### config.mk
export PLATFORM = sky130hd
export DESIGN_NAME = sdp_top
export DESIGN_NICKNAME = d
export VERILOG_FILES = /design/src/logic/sdp_lane_pkg.sv /design/src/logic/sdp_mem_pkg.sv /design/src/logic/sdp_resp_id_if.sv /design/src/logic/sdp_desc_mem.sv /design/src/logic/sdp_request_gen.sv /design/src/logic/sdp_stream_cntl.sv /design/src/logic/sdp_top.sv
export VERILOG_INCLUDE_DIRS = /design/src /design/src/logic
export SDC_FILE = /design/constraint.sdc
export NUM_CORES = 1
export LEC_CHECK = 0
export ABC_AREA = 1
export BUFFER_PORTS_ARGS = -buffer_cell sky130_fd_sc_hd__buf_2
export CORE_ASPECT_RATIO = 0.9
export CORE_UTILIZATION = 40
export CTS_BUF_LIST = sky130_fd_sc_hd__clkbuf_8
export DETAILED_ROUTE_END_ITERATION = 7
export GPL_TIMING_DRIVEN = 1
export PLACE_DENSITY = 0.58
export SETUP_SLACK_MARGIN = 0.2
export SKIP_LAST_GASP = 1
export SLEW_MARGIN = 20
export SYNTH_ARGS = -nofsm -noshare
export SYNTH_HDL_FRONTEND = slang
export SYNTH_SLANG_ARGS = --single-unit
### constraint.sdc
create_clock -name clk -period 5.8 [get_ports clk]
set_input_delay 0.87 -clock clk [delete_from_list [all_inputs] [get_ports clk]]
set_output_delay 0.87 -clock clk [all_outputs]
set_load 0.05 [all_outputs]
### src/logic/sdp_params.svh
`ifndef SDP_PARAMS_SVH
`define SDP_PARAMS_SVH

// ----------------------------------------------------------
// lane and channel geometry
// ----------------------------------------------------------

// execution lanes fed by the stream controller
`define SDP_NUM_LANES       4
// dram channels, one data fifo each
`define SDP_NUM_CHANNELS    2
// words in one memory line
`define SDP_WORDS_PER_LINE  8

// ----------------------------------------------------------
// dram line address fields, lsb first
// ----------------------------------------------------------
`define SDP_LINE_W          1
`define SDP_CHANNEL_W       1
`define SDP_BANK_W          3
`define SDP_PAGE_W          11

// descriptor storage and stream sizes
`define SDP_DESC_ENTRIES    16
`define SDP_COUNT_W         8
`define SDP_TAG_W           4
// response ids in flight between the two parts
`define SDP_ID_DEPTH        4

`endif

### src/logic/sdp_lane_pkg.sv
`include "sdp_params.svh"

package sdp_lane_pkg;

  // one bit per execution lane
  typedef logic [`SDP_NUM_LANES-1:0] lane_vec_t;

  // number of enabled lanes, 1 up to SDP_NUM_LANES
  typedef logic [$clog2(`SDP_NUM_LANES+1)-1:0] lane_count_t;

  // word select within a line
  typedef logic [$clog2(`SDP_WORDS_PER_LINE)-1:0] word_ptr_t;

  // request generator states
  typedef enum logic [1:0] {
    REQ_IDLE,
    REQ_FETCH,
    REQ_ISSUE
  } req_state_t;

  // stream controller states
  typedef enum logic {
    STREAM_IDLE,
    STREAM_RUN
  } stream_state_t;

endpackage

### src/logic/sdp_mem_pkg.sv
`include "sdp_params.svh"

package sdp_mem_pkg;

  // address fields of one dram line
  typedef logic [`SDP_LINE_W-1:0]    line_t;
  typedef logic [`SDP_CHANNEL_W-1:0] channel_t;
  typedef logic [`SDP_BANK_W-1:0]    bank_t;
  typedef logic [`SDP_PAGE_W-1:0]    page_t;

  // 16-bit line address, page in the msbs down to line in the lsb
  typedef struct packed {
    page_t    page;
    bank_t    bank;
    channel_t channel;
    line_t    line;
  } dram_addr_t;

  typedef logic [$clog2(`SDP_DESC_ENTRIES)-1:0] desc_ptr_t;
  typedef logic [`SDP_COUNT_W-1:0]              line_count_t;
  typedef logic [`SDP_TAG_W-1:0]                tag_t;

  // one storage descriptor, start line and number of lines
  typedef struct packed {
    dram_addr_t  start_addr;
    line_count_t count;
  } desc_t;

endpackage

### src/logic/sdp_resp_id_if.sv
`timescale 1ns/1ns
`include "sdp_params.svh"

// response id path, one entry per outstanding memory line
interface sdp_resp_id_if;
  import sdp_mem_pkg::*;

  logic     valid;
  channel_t channel;
  bank_t    bank;
  page_t    page;
  line_t    line;
  // set on the final line of a stream
  logic     last;
  logic     ready;

  // request generator side
  modport src (output valid, channel, bank, page, line, last, input ready);
  // stream controller side
  modport dst (input valid, channel, bank, page, line, last, output ready);

endinterface

### src/logic/sdp_desc_mem.sv
`timescale 1ns/1ns
`include "sdp_params.svh"

module sdp_desc_mem (
  input  logic                   clk,
  input  logic                   rst_n,
  input  logic                   wr,
  input  sdp_mem_pkg::desc_ptr_t wr_ptr,
  input  sdp_mem_pkg::desc_t     wr_desc,
  input  logic                   rd,
  input  sdp_mem_pkg::desc_ptr_t rd_ptr,
  output sdp_mem_pkg::desc_t     rd_desc
);
  import sdp_mem_pkg::*;

  desc_t                       entries [`SDP_DESC_ENTRIES];
  // marks entries written since reset
  logic [`SDP_DESC_ENTRIES-1:0] entry_vld;

  // ----------------------------------------------------------
  // download port
  // ----------------------------------------------------------
  always_ff @(posedge clk or negedge rst_n)
  begin
    if (!rst_n)
      entry_vld <= '0;
    else if (wr)
      entry_vld[wr_ptr] <= 1'b1;
  end

  always_ff @(posedge clk)
  begin
    if (wr)
      entries[wr_ptr] <= wr_desc;
  end

  // registered read, unwritten entries return zero
  always_ff @(posedge clk)
  begin
    if (rd)
      rd_desc <= entry_vld[rd_ptr] ? entries[rd_ptr] : '0;
  end

endmodule

### src/logic/sdp_request_gen.sv
`timescale 1ns/1ns
`include "sdp_params.svh"

module sdp_request_gen (
  input  logic                   clk,
  input  logic                   rst_n,
  input  logic                   start,
  input  sdp_mem_pkg::desc_ptr_t desc_ptr,
  input  sdp_mem_pkg::tag_t      tag,
  input  sdp_mem_pkg::desc_t     rd_desc,
  input  logic                   mem_req_ready,
  output logic                   desc_rd,
  output sdp_mem_pkg::desc_ptr_t desc_rd_ptr,
  output logic                   mem_req_valid,
  output sdp_mem_pkg::tag_t      mem_req_tag,
  output sdp_mem_pkg::channel_t  mem_req_channel,
  output sdp_mem_pkg::bank_t     mem_req_bank,
  output sdp_mem_pkg::page_t     mem_req_page,
  output sdp_mem_pkg::line_t     mem_req_line,
  sdp_resp_id_if.src             resp_id
);
  import sdp_mem_pkg::*;
  import sdp_lane_pkg::*;

  localparam int id_ptr_w = $clog2(`SDP_ID_DEPTH);
  localparam logic [id_ptr_w:0] id_depth = `SDP_ID_DEPTH;

  // one queued response id
  typedef struct packed {
    dram_addr_t addr;
    logic       last;
  } id_entry_t;

  req_state_t          state;
  dram_addr_t          addr;
  line_count_t         remaining;
  tag_t                tag_q;
  id_entry_t           id_q [`SDP_ID_DEPTH];
  logic [id_ptr_w-1:0] id_wr;
  logic [id_ptr_w-1:0] id_rd;
  logic [id_ptr_w:0]   id_count;
  logic                id_full;
  logic                push;
  logic                pop;

  // descriptor fetch straight from the start strobe
  assign desc_rd     = start && (state == REQ_IDLE);
  assign desc_rd_ptr = desc_ptr;

  assign id_full       = (id_count == id_depth);
  // no request while every id slot is taken
  assign mem_req_valid = (state == REQ_ISSUE) && !id_full;
  assign mem_req_tag     = tag_q;
  assign mem_req_channel = addr.channel;
  assign mem_req_bank    = addr.bank;
  assign mem_req_page    = addr.page;
  assign mem_req_line    = addr.line;

  assign push = mem_req_valid && mem_req_ready;
  assign pop  = resp_id.valid && resp_id.ready;

  // ----------------------------------------------------------
  // request fsm
  // ----------------------------------------------------------
  always_ff @(posedge clk or negedge rst_n)
  begin
    if (!rst_n)
    begin
      state     <= REQ_IDLE;
      remaining <= '0;
    end
    else
    begin
      case (state)
        REQ_IDLE:
          if (start)
            state <= REQ_FETCH;
        // descriptor is on rd_desc now, load the counters
        REQ_FETCH:
        begin
          remaining <= rd_desc.count;
          state     <= (rd_desc.count == '0) ? REQ_IDLE : REQ_ISSUE;
        end
        REQ_ISSUE:
          if (push)
          begin
            remaining <= remaining - 1'b1;
            if (remaining == line_count_t'(1))
              state <= REQ_IDLE;
          end
        default:
          state <= REQ_IDLE;
      endcase
    end
  end

  // line address walks up one per accepted request, wraps at 16 bits
  always_ff @(posedge clk)
  begin
    if (desc_rd)
      tag_q <= tag;
    if (state == REQ_FETCH)
      addr <= rd_desc.start_addr;
    else if (push)
      addr <= dram_addr_t'(addr + 1'b1);
  end

  // ----------------------------------------------------------
  // response id queue
  // ----------------------------------------------------------
  always_ff @(posedge clk or negedge rst_n)
  begin
    if (!rst_n)
    begin
      id_wr    <= '0;
      id_rd    <= '0;
      id_count <= '0;
    end
    else
    begin
      if (push)
        id_wr <= id_wr + 1'b1;
      if (pop)
        id_rd <= id_rd + 1'b1;
      if (push && !pop)
        id_count <= id_count + 1'b1;
      else if (pop && !push)
        id_count <= id_count - 1'b1;
    end
  end

  always_ff @(posedge clk)
  begin
    if (push)
      id_q[id_wr] <= '{addr: addr, last: (remaining == line_count_t'(1))};
  end

  // queue head
  assign resp_id.valid   = (id_count != '0);
  assign resp_id.channel = id_q[id_rd].addr.channel;
  assign resp_id.bank    = id_q[id_rd].addr.bank;
  assign resp_id.page    = id_q[id_rd].addr.page;
  assign resp_id.line    = id_q[id_rd].addr.line;
  assign resp_id.last    = id_q[id_rd].last;

endmodule

### src/logic/sdp_stream_cntl.sv
`timescale 1ns/1ns
`include "sdp_params.svh"

module sdp_stream_cntl (
  input  logic                                       clk,
  input  logic                                       rst_n,
  input  logic                                       start,
  input  sdp_lane_pkg::lane_count_t                  num_lanes,
  input  logic [`SDP_NUM_CHANNELS-1:0]               mem_data_valid,
  input  sdp_lane_pkg::lane_vec_t                    lane_ready,
  output logic [`SDP_NUM_CHANNELS-1:0]               get_next_line,
  output sdp_lane_pkg::lane_vec_t                    lane_valid,
  output sdp_mem_pkg::channel_t                      lane_channel,
  output sdp_lane_pkg::word_ptr_t [`SDP_NUM_LANES-1:0] lane_word_ptr,
  output logic                                       complete,
  sdp_resp_id_if.dst                                 resp_id
);
  import sdp_mem_pkg::*;
  import sdp_lane_pkg::*;

  // one bit wider than a word index, holds index plus lane offset
  localparam int idx_w = $clog2(`SDP_WORDS_PER_LINE) + 1;
  localparam logic [idx_w-1:0] words = `SDP_WORDS_PER_LINE;

  typedef logic [idx_w-1:0] idx_t;

  stream_state_t state;
  lane_count_t   lanes;
  // first word of the current beat
  word_ptr_t     word_idx;
  idx_t          lane_word [`SDP_NUM_LANES];
  lane_vec_t     lane_en;
  logic          start_ok;
  logic          beat_ok;
  logic          last_beat;
  logic          xfer;

  // a zero-count stream never queues an id, so a new start may replace it
  assign start_ok = start && ((state == STREAM_IDLE) || !resp_id.valid);

  // head id has its line waiting in the channel fifo
  assign beat_ok = (state == STREAM_RUN) && resp_id.valid && mem_data_valid[resp_id.channel];

  // ----------------------------------------------------------
  // per-lane word select
  // ----------------------------------------------------------
  always_comb
  begin
    lane_en    = '0;
    lane_valid = '0;
    for (int i = 0; i < `SDP_NUM_LANES; i++)
    begin
      lane_word[i]     = idx_t'(word_idx) + idx_t'(i);
      lane_word_ptr[i] = word_ptr_t'(lane_word[i]);
      lane_en[i]       = (idx_t'(i) < idx_t'(lanes));
      // lanes past the end of the line stay quiet on a partial beat
      lane_valid[i]    = beat_ok && lane_en[i] && (lane_word[i] < words);
    end
  end

  assign lane_channel = resp_id.channel;

  // beat moves only when every enabled lane takes it
  assign xfer      = beat_ok && ((lane_ready & lane_en) == lane_en);
  assign last_beat = (idx_t'(word_idx) + idx_t'(lanes)) >= words;

  // line done, release the id and the channel fifo head
  assign resp_id.ready = xfer && last_beat;

  always_comb
  begin
    get_next_line = '0;
    if (resp_id.ready)
      get_next_line[resp_id.channel] = 1'b1;
  end

  // ----------------------------------------------------------
  // stream fsm and word index
  // ----------------------------------------------------------
  always_ff @(posedge clk or negedge rst_n)
  begin
    if (!rst_n)
    begin
      state    <= STREAM_IDLE;
      lanes    <= lane_count_t'(1);
      word_idx <= '0;
      complete <= 1'b0;
    end
    else
    begin
      // trails the get_next_line of the final line by one cycle
      complete <= resp_id.ready && resp_id.last;
      if (start_ok)
      begin
        state    <= STREAM_RUN;
        lanes    <= num_lanes;
        word_idx <= '0;
      end
      else if (xfer)
      begin
        if (last_beat)
        begin
          word_idx <= '0;
          if (resp_id.last)
            state <= STREAM_IDLE;
        end
        else
          word_idx <= word_ptr_t'(word_idx + lanes);
      end
    end
  end

endmodule

### src/logic/sdp_top.sv
`timescale 1ns/1ns
`include "sdp_params.svh"

module sdp_top (
  input  logic                                         clk,
  input  logic                                         rst_n,
  // descriptor download
  input  logic                                         desc_wr,
  input  sdp_mem_pkg::desc_ptr_t                       desc_wr_ptr,
  input  sdp_mem_pkg::dram_addr_t                      desc_wr_addr,
  input  sdp_mem_pkg::line_count_t                     desc_wr_count,
  // stream start
  input  logic                                         start,
  input  sdp_mem_pkg::desc_ptr_t                       desc_ptr,
  input  sdp_mem_pkg::tag_t                            tag,
  input  sdp_lane_pkg::lane_count_t                    num_lanes,
  // memory request port
  output logic                                         mem_req_valid,
  output sdp_mem_pkg::tag_t                            mem_req_tag,
  output sdp_mem_pkg::channel_t                        mem_req_channel,
  output sdp_mem_pkg::bank_t                           mem_req_bank,
  output sdp_mem_pkg::page_t                           mem_req_page,
  output sdp_mem_pkg::line_t                           mem_req_line,
  input  logic                                         mem_req_ready,
  input  logic [`SDP_NUM_CHANNELS-1:0]                 mem_data_valid,
  output logic [`SDP_NUM_CHANNELS-1:0]                 get_next_line,
  // lanes
  output sdp_lane_pkg::lane_vec_t                      lane_valid,
  output sdp_mem_pkg::channel_t                        lane_channel,
  output sdp_lane_pkg::word_ptr_t [`SDP_NUM_LANES-1:0] lane_word_ptr,
  input  sdp_lane_pkg::lane_vec_t                      lane_ready,
  output logic                                         complete
);
  import sdp_mem_pkg::*;

  desc_t     wr_desc;
  desc_t     rd_desc;
  logic      desc_rd;
  desc_ptr_t desc_rd_ptr;

  sdp_resp_id_if resp_id ();

  assign wr_desc = '{start_addr: desc_wr_addr, count: desc_wr_count};

  // ----------------------------------------------------------
  // descriptor storage and request side
  // ----------------------------------------------------------
  sdp_desc_mem i_desc_mem (
    .clk     (clk),
    .rst_n   (rst_n),
    .wr      (desc_wr),
    .wr_ptr  (desc_wr_ptr),
    .wr_desc (wr_desc),
    .rd      (desc_rd),
    .rd_ptr  (desc_rd_ptr),
    .rd_desc (rd_desc)
  );

  sdp_request_gen i_request_gen (
    .clk             (clk),
    .rst_n           (rst_n),
    .start           (start),
    .desc_ptr        (desc_ptr),
    .tag             (tag),
    .rd_desc         (rd_desc),
    .mem_req_ready   (mem_req_ready),
    .desc_rd         (desc_rd),
    .desc_rd_ptr     (desc_rd_ptr),
    .mem_req_valid   (mem_req_valid),
    .mem_req_tag     (mem_req_tag),
    .mem_req_channel (mem_req_channel),
    .mem_req_bank    (mem_req_bank),
    .mem_req_page    (mem_req_page),
    .mem_req_line    (mem_req_line),
    .resp_id         (resp_id.src)
  );

  // lane side, same start strobe
  sdp_stream_cntl i_stream_cntl (
    .clk            (clk),
    .rst_n          (rst_n),
    .start          (start),
    .num_lanes      (num_lanes),
    .mem_data_valid (mem_data_valid),
    .lane_ready     (lane_ready),
    .get_next_line  (get_next_line),
    .lane_valid     (lane_valid),
    .lane_channel   (lane_channel),
    .lane_word_ptr  (lane_word_ptr),
    .complete       (complete),
    .resp_id        (resp_id.dst)
  );

endmodule

# --- Yosys cells after proc, flatten, opt, wreduce, memory -nomap -nowiden ---
# Memories as Yosys holds them, arrays and structs flattened. A register that Yosys moved wholly into a read port is not among the register bits.
# Index checks and enable logic that the tools add are counted.
op_classes:
  order_cmp: 14
  bitwise: 3
  muxes: 31
  add_sub_neg: 11
  n_eq_ne: 8
  reduce_logical: 40
op_table:
  columns: ["op", "count"]
  rows:
  - ["two-way mux 16 bit", 2]
  - ["logical AND 1 bit", 22]
  - ["adder 16 x 1 -> 16 bit (second input constant)", 1]
  - ["bitwise OR 16 bit", 1]
  - ["case mux 8 bit (2 select lines)", 1]
  - ["two-way mux 3 bit", 5]
  - ["two-way mux 1 bit", 13]
  - ["< comparator 4 bit (second input constant)", 3]
  - ["nonzero test 2 bit", 6]
  - ["< comparator 4 x 5 -> 1 bit (second input constant)", 2]
  - ["two-way mux 2 bit", 5]
  - ["adder 3 x 2 -> 4 bit (second input constant)", 2]
  - ["equality test 8 x 1 -> 1 bit (second input constant)", 1]
  - ["zero test 8 bit", 1]
  - ["two-way mux 8 bit", 1]
  - ["subtractor 8 x 1 -> 8 bit (second input constant)", 1]
  - ["< comparator 1 x 3 -> 1 bit (first input constant)", 2]
  - ["< comparator 2 x 3 -> 1 bit (first input constant)", 2]
  - ["case mux 2 bit (3 select lines)", 1]
  - ["AND reduction 3 bit", 2]
  - ["zero test 1 bit", 5]
  - ["adder 2 x 1 -> 2 bit (second input constant)", 2]
  - ["adder 3 x 1 -> 4 bit (second input constant)", 1]
  - ["adder 3 x 3 -> 4 bit", 1]
  - ["other kinds (23)", 24]
word_totals:
  elab_cells: 124
  mem_count: 2
  regBits: 61
  ramBits: 452
memory_table:
  columns: ["memory", "words", "word_bits", "rd", "rd_ports_with_merged_regs", "write_ports", "line_no", "text"]
  rows:
  - ["i_desc_mem.entries", 16, 24, 1, 1, 1, "sdp_desc_mem.sv:16", "desc_t entries [`SDP_DESC_ENTRIES];"]
  - ["i_request_gen.id_q", 4, 17, 1, 0, 1, "sdp_request_gen.sv:38", "id_entry_t id_q [`SDP_ID_DEPTH];"]

# --- Depth between registers and ports, before layout ---
# An unclocked memory read counts as a cell.
logic_depth:
  ltp_word: 10
  depth_mapped: 14
  mapped_depth_nobuf: 13

# --- By module ---
# From an unflattened synthesis, not the netlist that was laid out.
hier_totals:
  cells_unflattened: 2261
  hier_area_um2: 23541.3
by_module_without_submodules:
  columns: ["module", "n_inst", "area_each_um2", "cells_each"]
  rows:
  - ["sdp_desc_mem", 1, 18083.6, 1729]
  - ["sdp_request_gen", 1, 4777.1, 452]
  - ["sdp_stream_cntl", 1, 680.7, 80]

# --- Least setup slack after synthesis ---
# Ideal clock, no wire load.
synth_path:
  kind: "input to register"
  from: "input port start"
  to: "register i_desc_mem.rd_desc[0] (netlist name)"
  n_path_buf: 0
  slack_ns: 2.388
  t_arrival_ns: 2.957
  path_stages: 1
  path_cell_list: "nor3b_1"
synth_via:
  elab_chain_cells: 1
synth_rtl:
  columns: ["item", "line_no", "text"]
  rows:
  - ["start, declared", "sdp_top.sv:13", "input logic start,"]
  - ["logical AND 1 bit", "sdp_request_gen.sv:47", "assign desc_rd = start && (state == REQ_IDLE);"]
# Every way passes these cells.
# A chain may end at the register's enable or synchronous reset.

# --- Worst setup path in the final report ---
layout_path:
  from: "register i_request_gen.state[1]"
  to: "output port mem_req_valid"
layout_via:
  elab_chain_cells: 2
layout_rtl:
  columns: ["item", "line_no", "text"]
  rows:
  - ["start, declared", "sdp_request_gen.sv:34", "req_state_t state;"]
  - ["start signal, assigned", "sdp_request_gen.sv:82", "state <= (rd_desc.count == '0) ? REQ_IDLE : REQ_ISSUE;"]
  - ["equality test 2 bit", "sdp_request_gen.sv:52", "assign mem_req_valid = (state == REQ_ISSUE) && !id_full;"]
  - ["logical AND 1 bit", "sdp_request_gen.sv:52", null]
  - ["end, declared", "sdp_top.sv:18", "output logic mem_req_valid,"]
# Every way passes these cells.

==> results.sh <==
export IMPL_p_clk_share_pct=31.7
export IMPL_cts_root_buf="clkbuf_8"
export IMPL_end_kind="output pin"
export IMPL_drc=0
export IMPL_placed_area_mm2=0.02135
export IMPL_ys_seq_area_share_pct=69.79
export IMPL_maxSlewViolCount=0
export IMPL_tns_ns=0
export IMPL_final_common_cell="edfxtp_1"
export IMPL_net_switching_power_mw=2.770
export IMPL_initial_utilization_pct=40.86
export IMPL_post_place_ws_ns=2.252
export IMPL_cts_buffers=78
export IMPL_setup_ws_ns=2.156
export IMPL_fmax_mhz=274.4
export IMPL_n_antenna_cell=0
export IMPL_critical_path_class="register to output pin"
export IMPL_post_dp_hpwl_um=27590
export IMPL_worst_path_buf_inv=3
export IMPL_path_common_cell="inv_1"
export IMPL_fill_cells=4645
export IMPL_power_mw=8.699
export IMPL_worst_path_max_fanout=12
export IMPL_vias_per_cell=5.137
export IMPL_worst_hold_slack_ns=0.3851
export IMPL_synthTopCellsByArea="edfxtp_1, nand2_1, dfrtp_1"
export IMPL_async_flop_share_pct=8.595
export IMPL_cts_hold_buf=0
export IMPL_comb_power_share_pct=19.3
export IMPL_p_sw_share_pct=31.84
export IMPL_critPathSlowestCell="nor2_1"
export IMPL_final_cell_mix="edfxtp_1, nand2_1, nor2_1"
export IMPL_syn_area_mm2=0.02023
export IMPL_startpoint_type="register"
export IMPL_grtUsageTotal_pct=20.19
export IMPL_finalHoldViolCount=0
export IMPL_leakagePower_nw=8.801
export IMPL_wirelength_um=50860
export IMPL_fin_area_mm2=0.02283
export IMPL_drt_iter0_drc=1292
export IMPL_status="complete, no violations"
export IMPL_arrival_ns=2.77
export IMPL_synth_area_leader_cell="edfxtp_1"
export IMPL_die_area_mm2=0.05149
export IMPL_clockBufferDepth=3
export IMPL_port_buffers=90
export IMPL_synth_edf_count=436
export IMPL_ys_flop_type="edfxtp_1"
export IMPL_syn_inst=1792
export IMPL_grt_overflow_total=0
export IMPL_synth_top_area_share_pct=64.71
export IMPL_fin_crit_ns=3.644
export IMPL_antenna_found_initial=1
export IMPL_ios=91
export IMPL_gp_congestion=0.8009
export IMPL_synth_seq_cells=477
export IMPL_final_nets=1957
export IMPL_grt_pass1_wl_um=78540
export IMPL_period_share_pct=62.83
export IMPL_syn2layout_area_growth_pct=12.86
export IMPL_worstPathRequired_ns=4.93
export IMPL_rows=77
export IMPL_power_density_mw_per_mm2=381.0
export IMPL_drtPass1Iterations=5
export IMPL_reg2reg_setup_slack_ns=2.78
export IMPL_fin_skew_ns=0.02319
export IMPL_grt_max_degree=172
export IMPL_crit_chain="inv_1, nor2_1, inv_1, a31oi_1, buf_2"
export IMPL_core_mm2=0.04952
export IMPL_grt_pass1_vias=13220
export IMPL_clock_sinks=477
export IMPL_die_y_um=215.4
export IMPL_die_w_um=239.1
export IMPL_syn_area_per_cell_um2=11.29
export IMPL_critical_path_top_delay_family="buffers and inverters"
export IMPL_worst_pin_slew_ns=1.157
export IMPL_p_int_mw=5.930
export IMPL_post_cts_buffers=0
export IMPL_rsz0062_at_grt="no"
export IMPL_seq_power_share_pct=49.0
export IMPL_finalSetupViolCount=0
export IMPL_clk_latency_ns=0.64
export IMPL_cts_tree="done"
export IMPL_syn_nets=1859
export IMPL_drive_above_1_share_pct=12.45
export IMPL_vias=13470
export IMPL_clk_pin_slew_ns=0.06
export IMPL_peakVddDrop_mv=0.2455
export IMPL_cp_slowest_stage_delay_ns=0.68
export IMPL_slew_headroom_pct=22.66
export IMPL_ant_nets=0
export IMPL_yosys_cell_types_count=33
export IMPL_yosysWarnings=0
export IMPL_cap_viol_max_count=0
export IMPL_hold_class="primary input to async pin"
export IMPL_wl_per_cell_um=19.39
export IMPL_cts_max_level=3
export IMPL_postCtsResizedCells=0
## final cells by class
class,instances,area (um2),share of cell area (%)
Clock buffer,82,1129,4.943
Clock inverter,60,325.3,1.425
Inverter,157,594.3,2.603
Multi-Input combinational cell,1066,5159,22.59
Sequential cell,477,14120,61.84
Tap cell,671,839.6,3.677
Timing Repair Buffer,110,666.9,2.921
## synth_stat cells, types with 6 or more instances
cell type    n
buf_2       53
or2_2        9
xor2_1      11
ha_1        15
clkbuf_1    22
o21ai_1     20
inv_1      151
o21ai_0    115
nor2_1     265
nand3_1    183
nor3_1       6
dfrtp_1     40
edfxtp_1   436
buf_4        6
o211ai_1    71
buf_6        7
nand4_1     10
a21oi_1     18
nand2_1    320
## sequential cells by signal, indices dropped and copies added, names as in the netlist, 4 cells and up
name / flops
i_desc_mem.entry_vld: 16
i_request_gen.mem_req_page: 11
i_desc_mem.rd_desc: 24
i_desc_mem.entries: 384
i_request_gen.id_q: 8
i_request_gen.mem_req_tag: 4
i_request_gen.remaining: 8
## worst register-to-register path, cell delays in order (launching register included)
cell and delay [ns]:
dfrtp_1 0.41, inv_1 0.06, nor2_1 0.68, nand3_2 0.32, nand2_1 0.83, inv_1 0.29
o21ai_0 0.24, nand2_1 0.07
## cells by family (layout without fill, tap and decap cells)
logic type / Yosys count / count (layout) / share of synthesized area [%]
simple gates: 804 / 804 / 16.50
flops: 477 / 477 / 69.79
buf+inv: 249 / 409 / 5.331
compound gates: 230 / 230 / 6.605
fa+ha+maj: 17 / 17 / 1.126
xor+xnor: 15 / 15 / 0.6493
## power by group through the flow
| stage | clock, mW | combinational, mW | sequential (mW) |
|---|---|---|---|
| after global placement | 0 | 1.65 | 4.32 |
| after global routing | 2.99 | 1.86 | 4.29 |
| after CTS | 2.83 | 1.69 | 4.26 |
| final | 2.76 | 1.68 | 4.26 |
| after floorplan | 0 | 1.07 | 4.46 |
| after detailed placement | 0 | 1.68 | 4.33 |
## final timing paths
path,from,to,cells after the start
max in group asynchronous,rst_n,i_request_gen.id_wr[0]$_DFFE_PN0P_,1
hold / removal,rst_n,i_request_gen.id_rd[0]$_DFFE_PN0P_,1
setup reg to reg,i_request_gen.state[1]$_DFFE_PN0P_,i_request_gen.remaining[4]$_DFFE_PN0P_,7
min in group clk,tag[0],i_request_gen.mem_req_tag[0]$_DFFE_PP_,1
setup / recovery,i_request_gen.state[1]$_DFFE_PN0P_,mem_req_valid,5
hold reg to reg,i_desc_mem.entry_vld[13]$_DFFE_PN0P_,i_desc_mem.entry_vld[13]$_DFFE_PN0P_,2
## metrics by stage
step                      utilization (%)  std cells
final                               46.11       2623
after global routing                46.11       2623
after CTS                           46.05       2622
after detailed placement            43.12       2480
after global placement              43.08       2479
after floorplan                         -       1792
## per-layer routing
metal	global-route usage, %	routed length (um)	share of wire (%)	vias to the layer above
li1	-	-	-	6383
met1	28.23	22970	45	6609
met2	32.08	24070	47	414
met3	3.661	2998	5.9	68
met4	6.004	828	1.6	0
met5	0	0	0	-
Power figures use the tool's default switching activity.
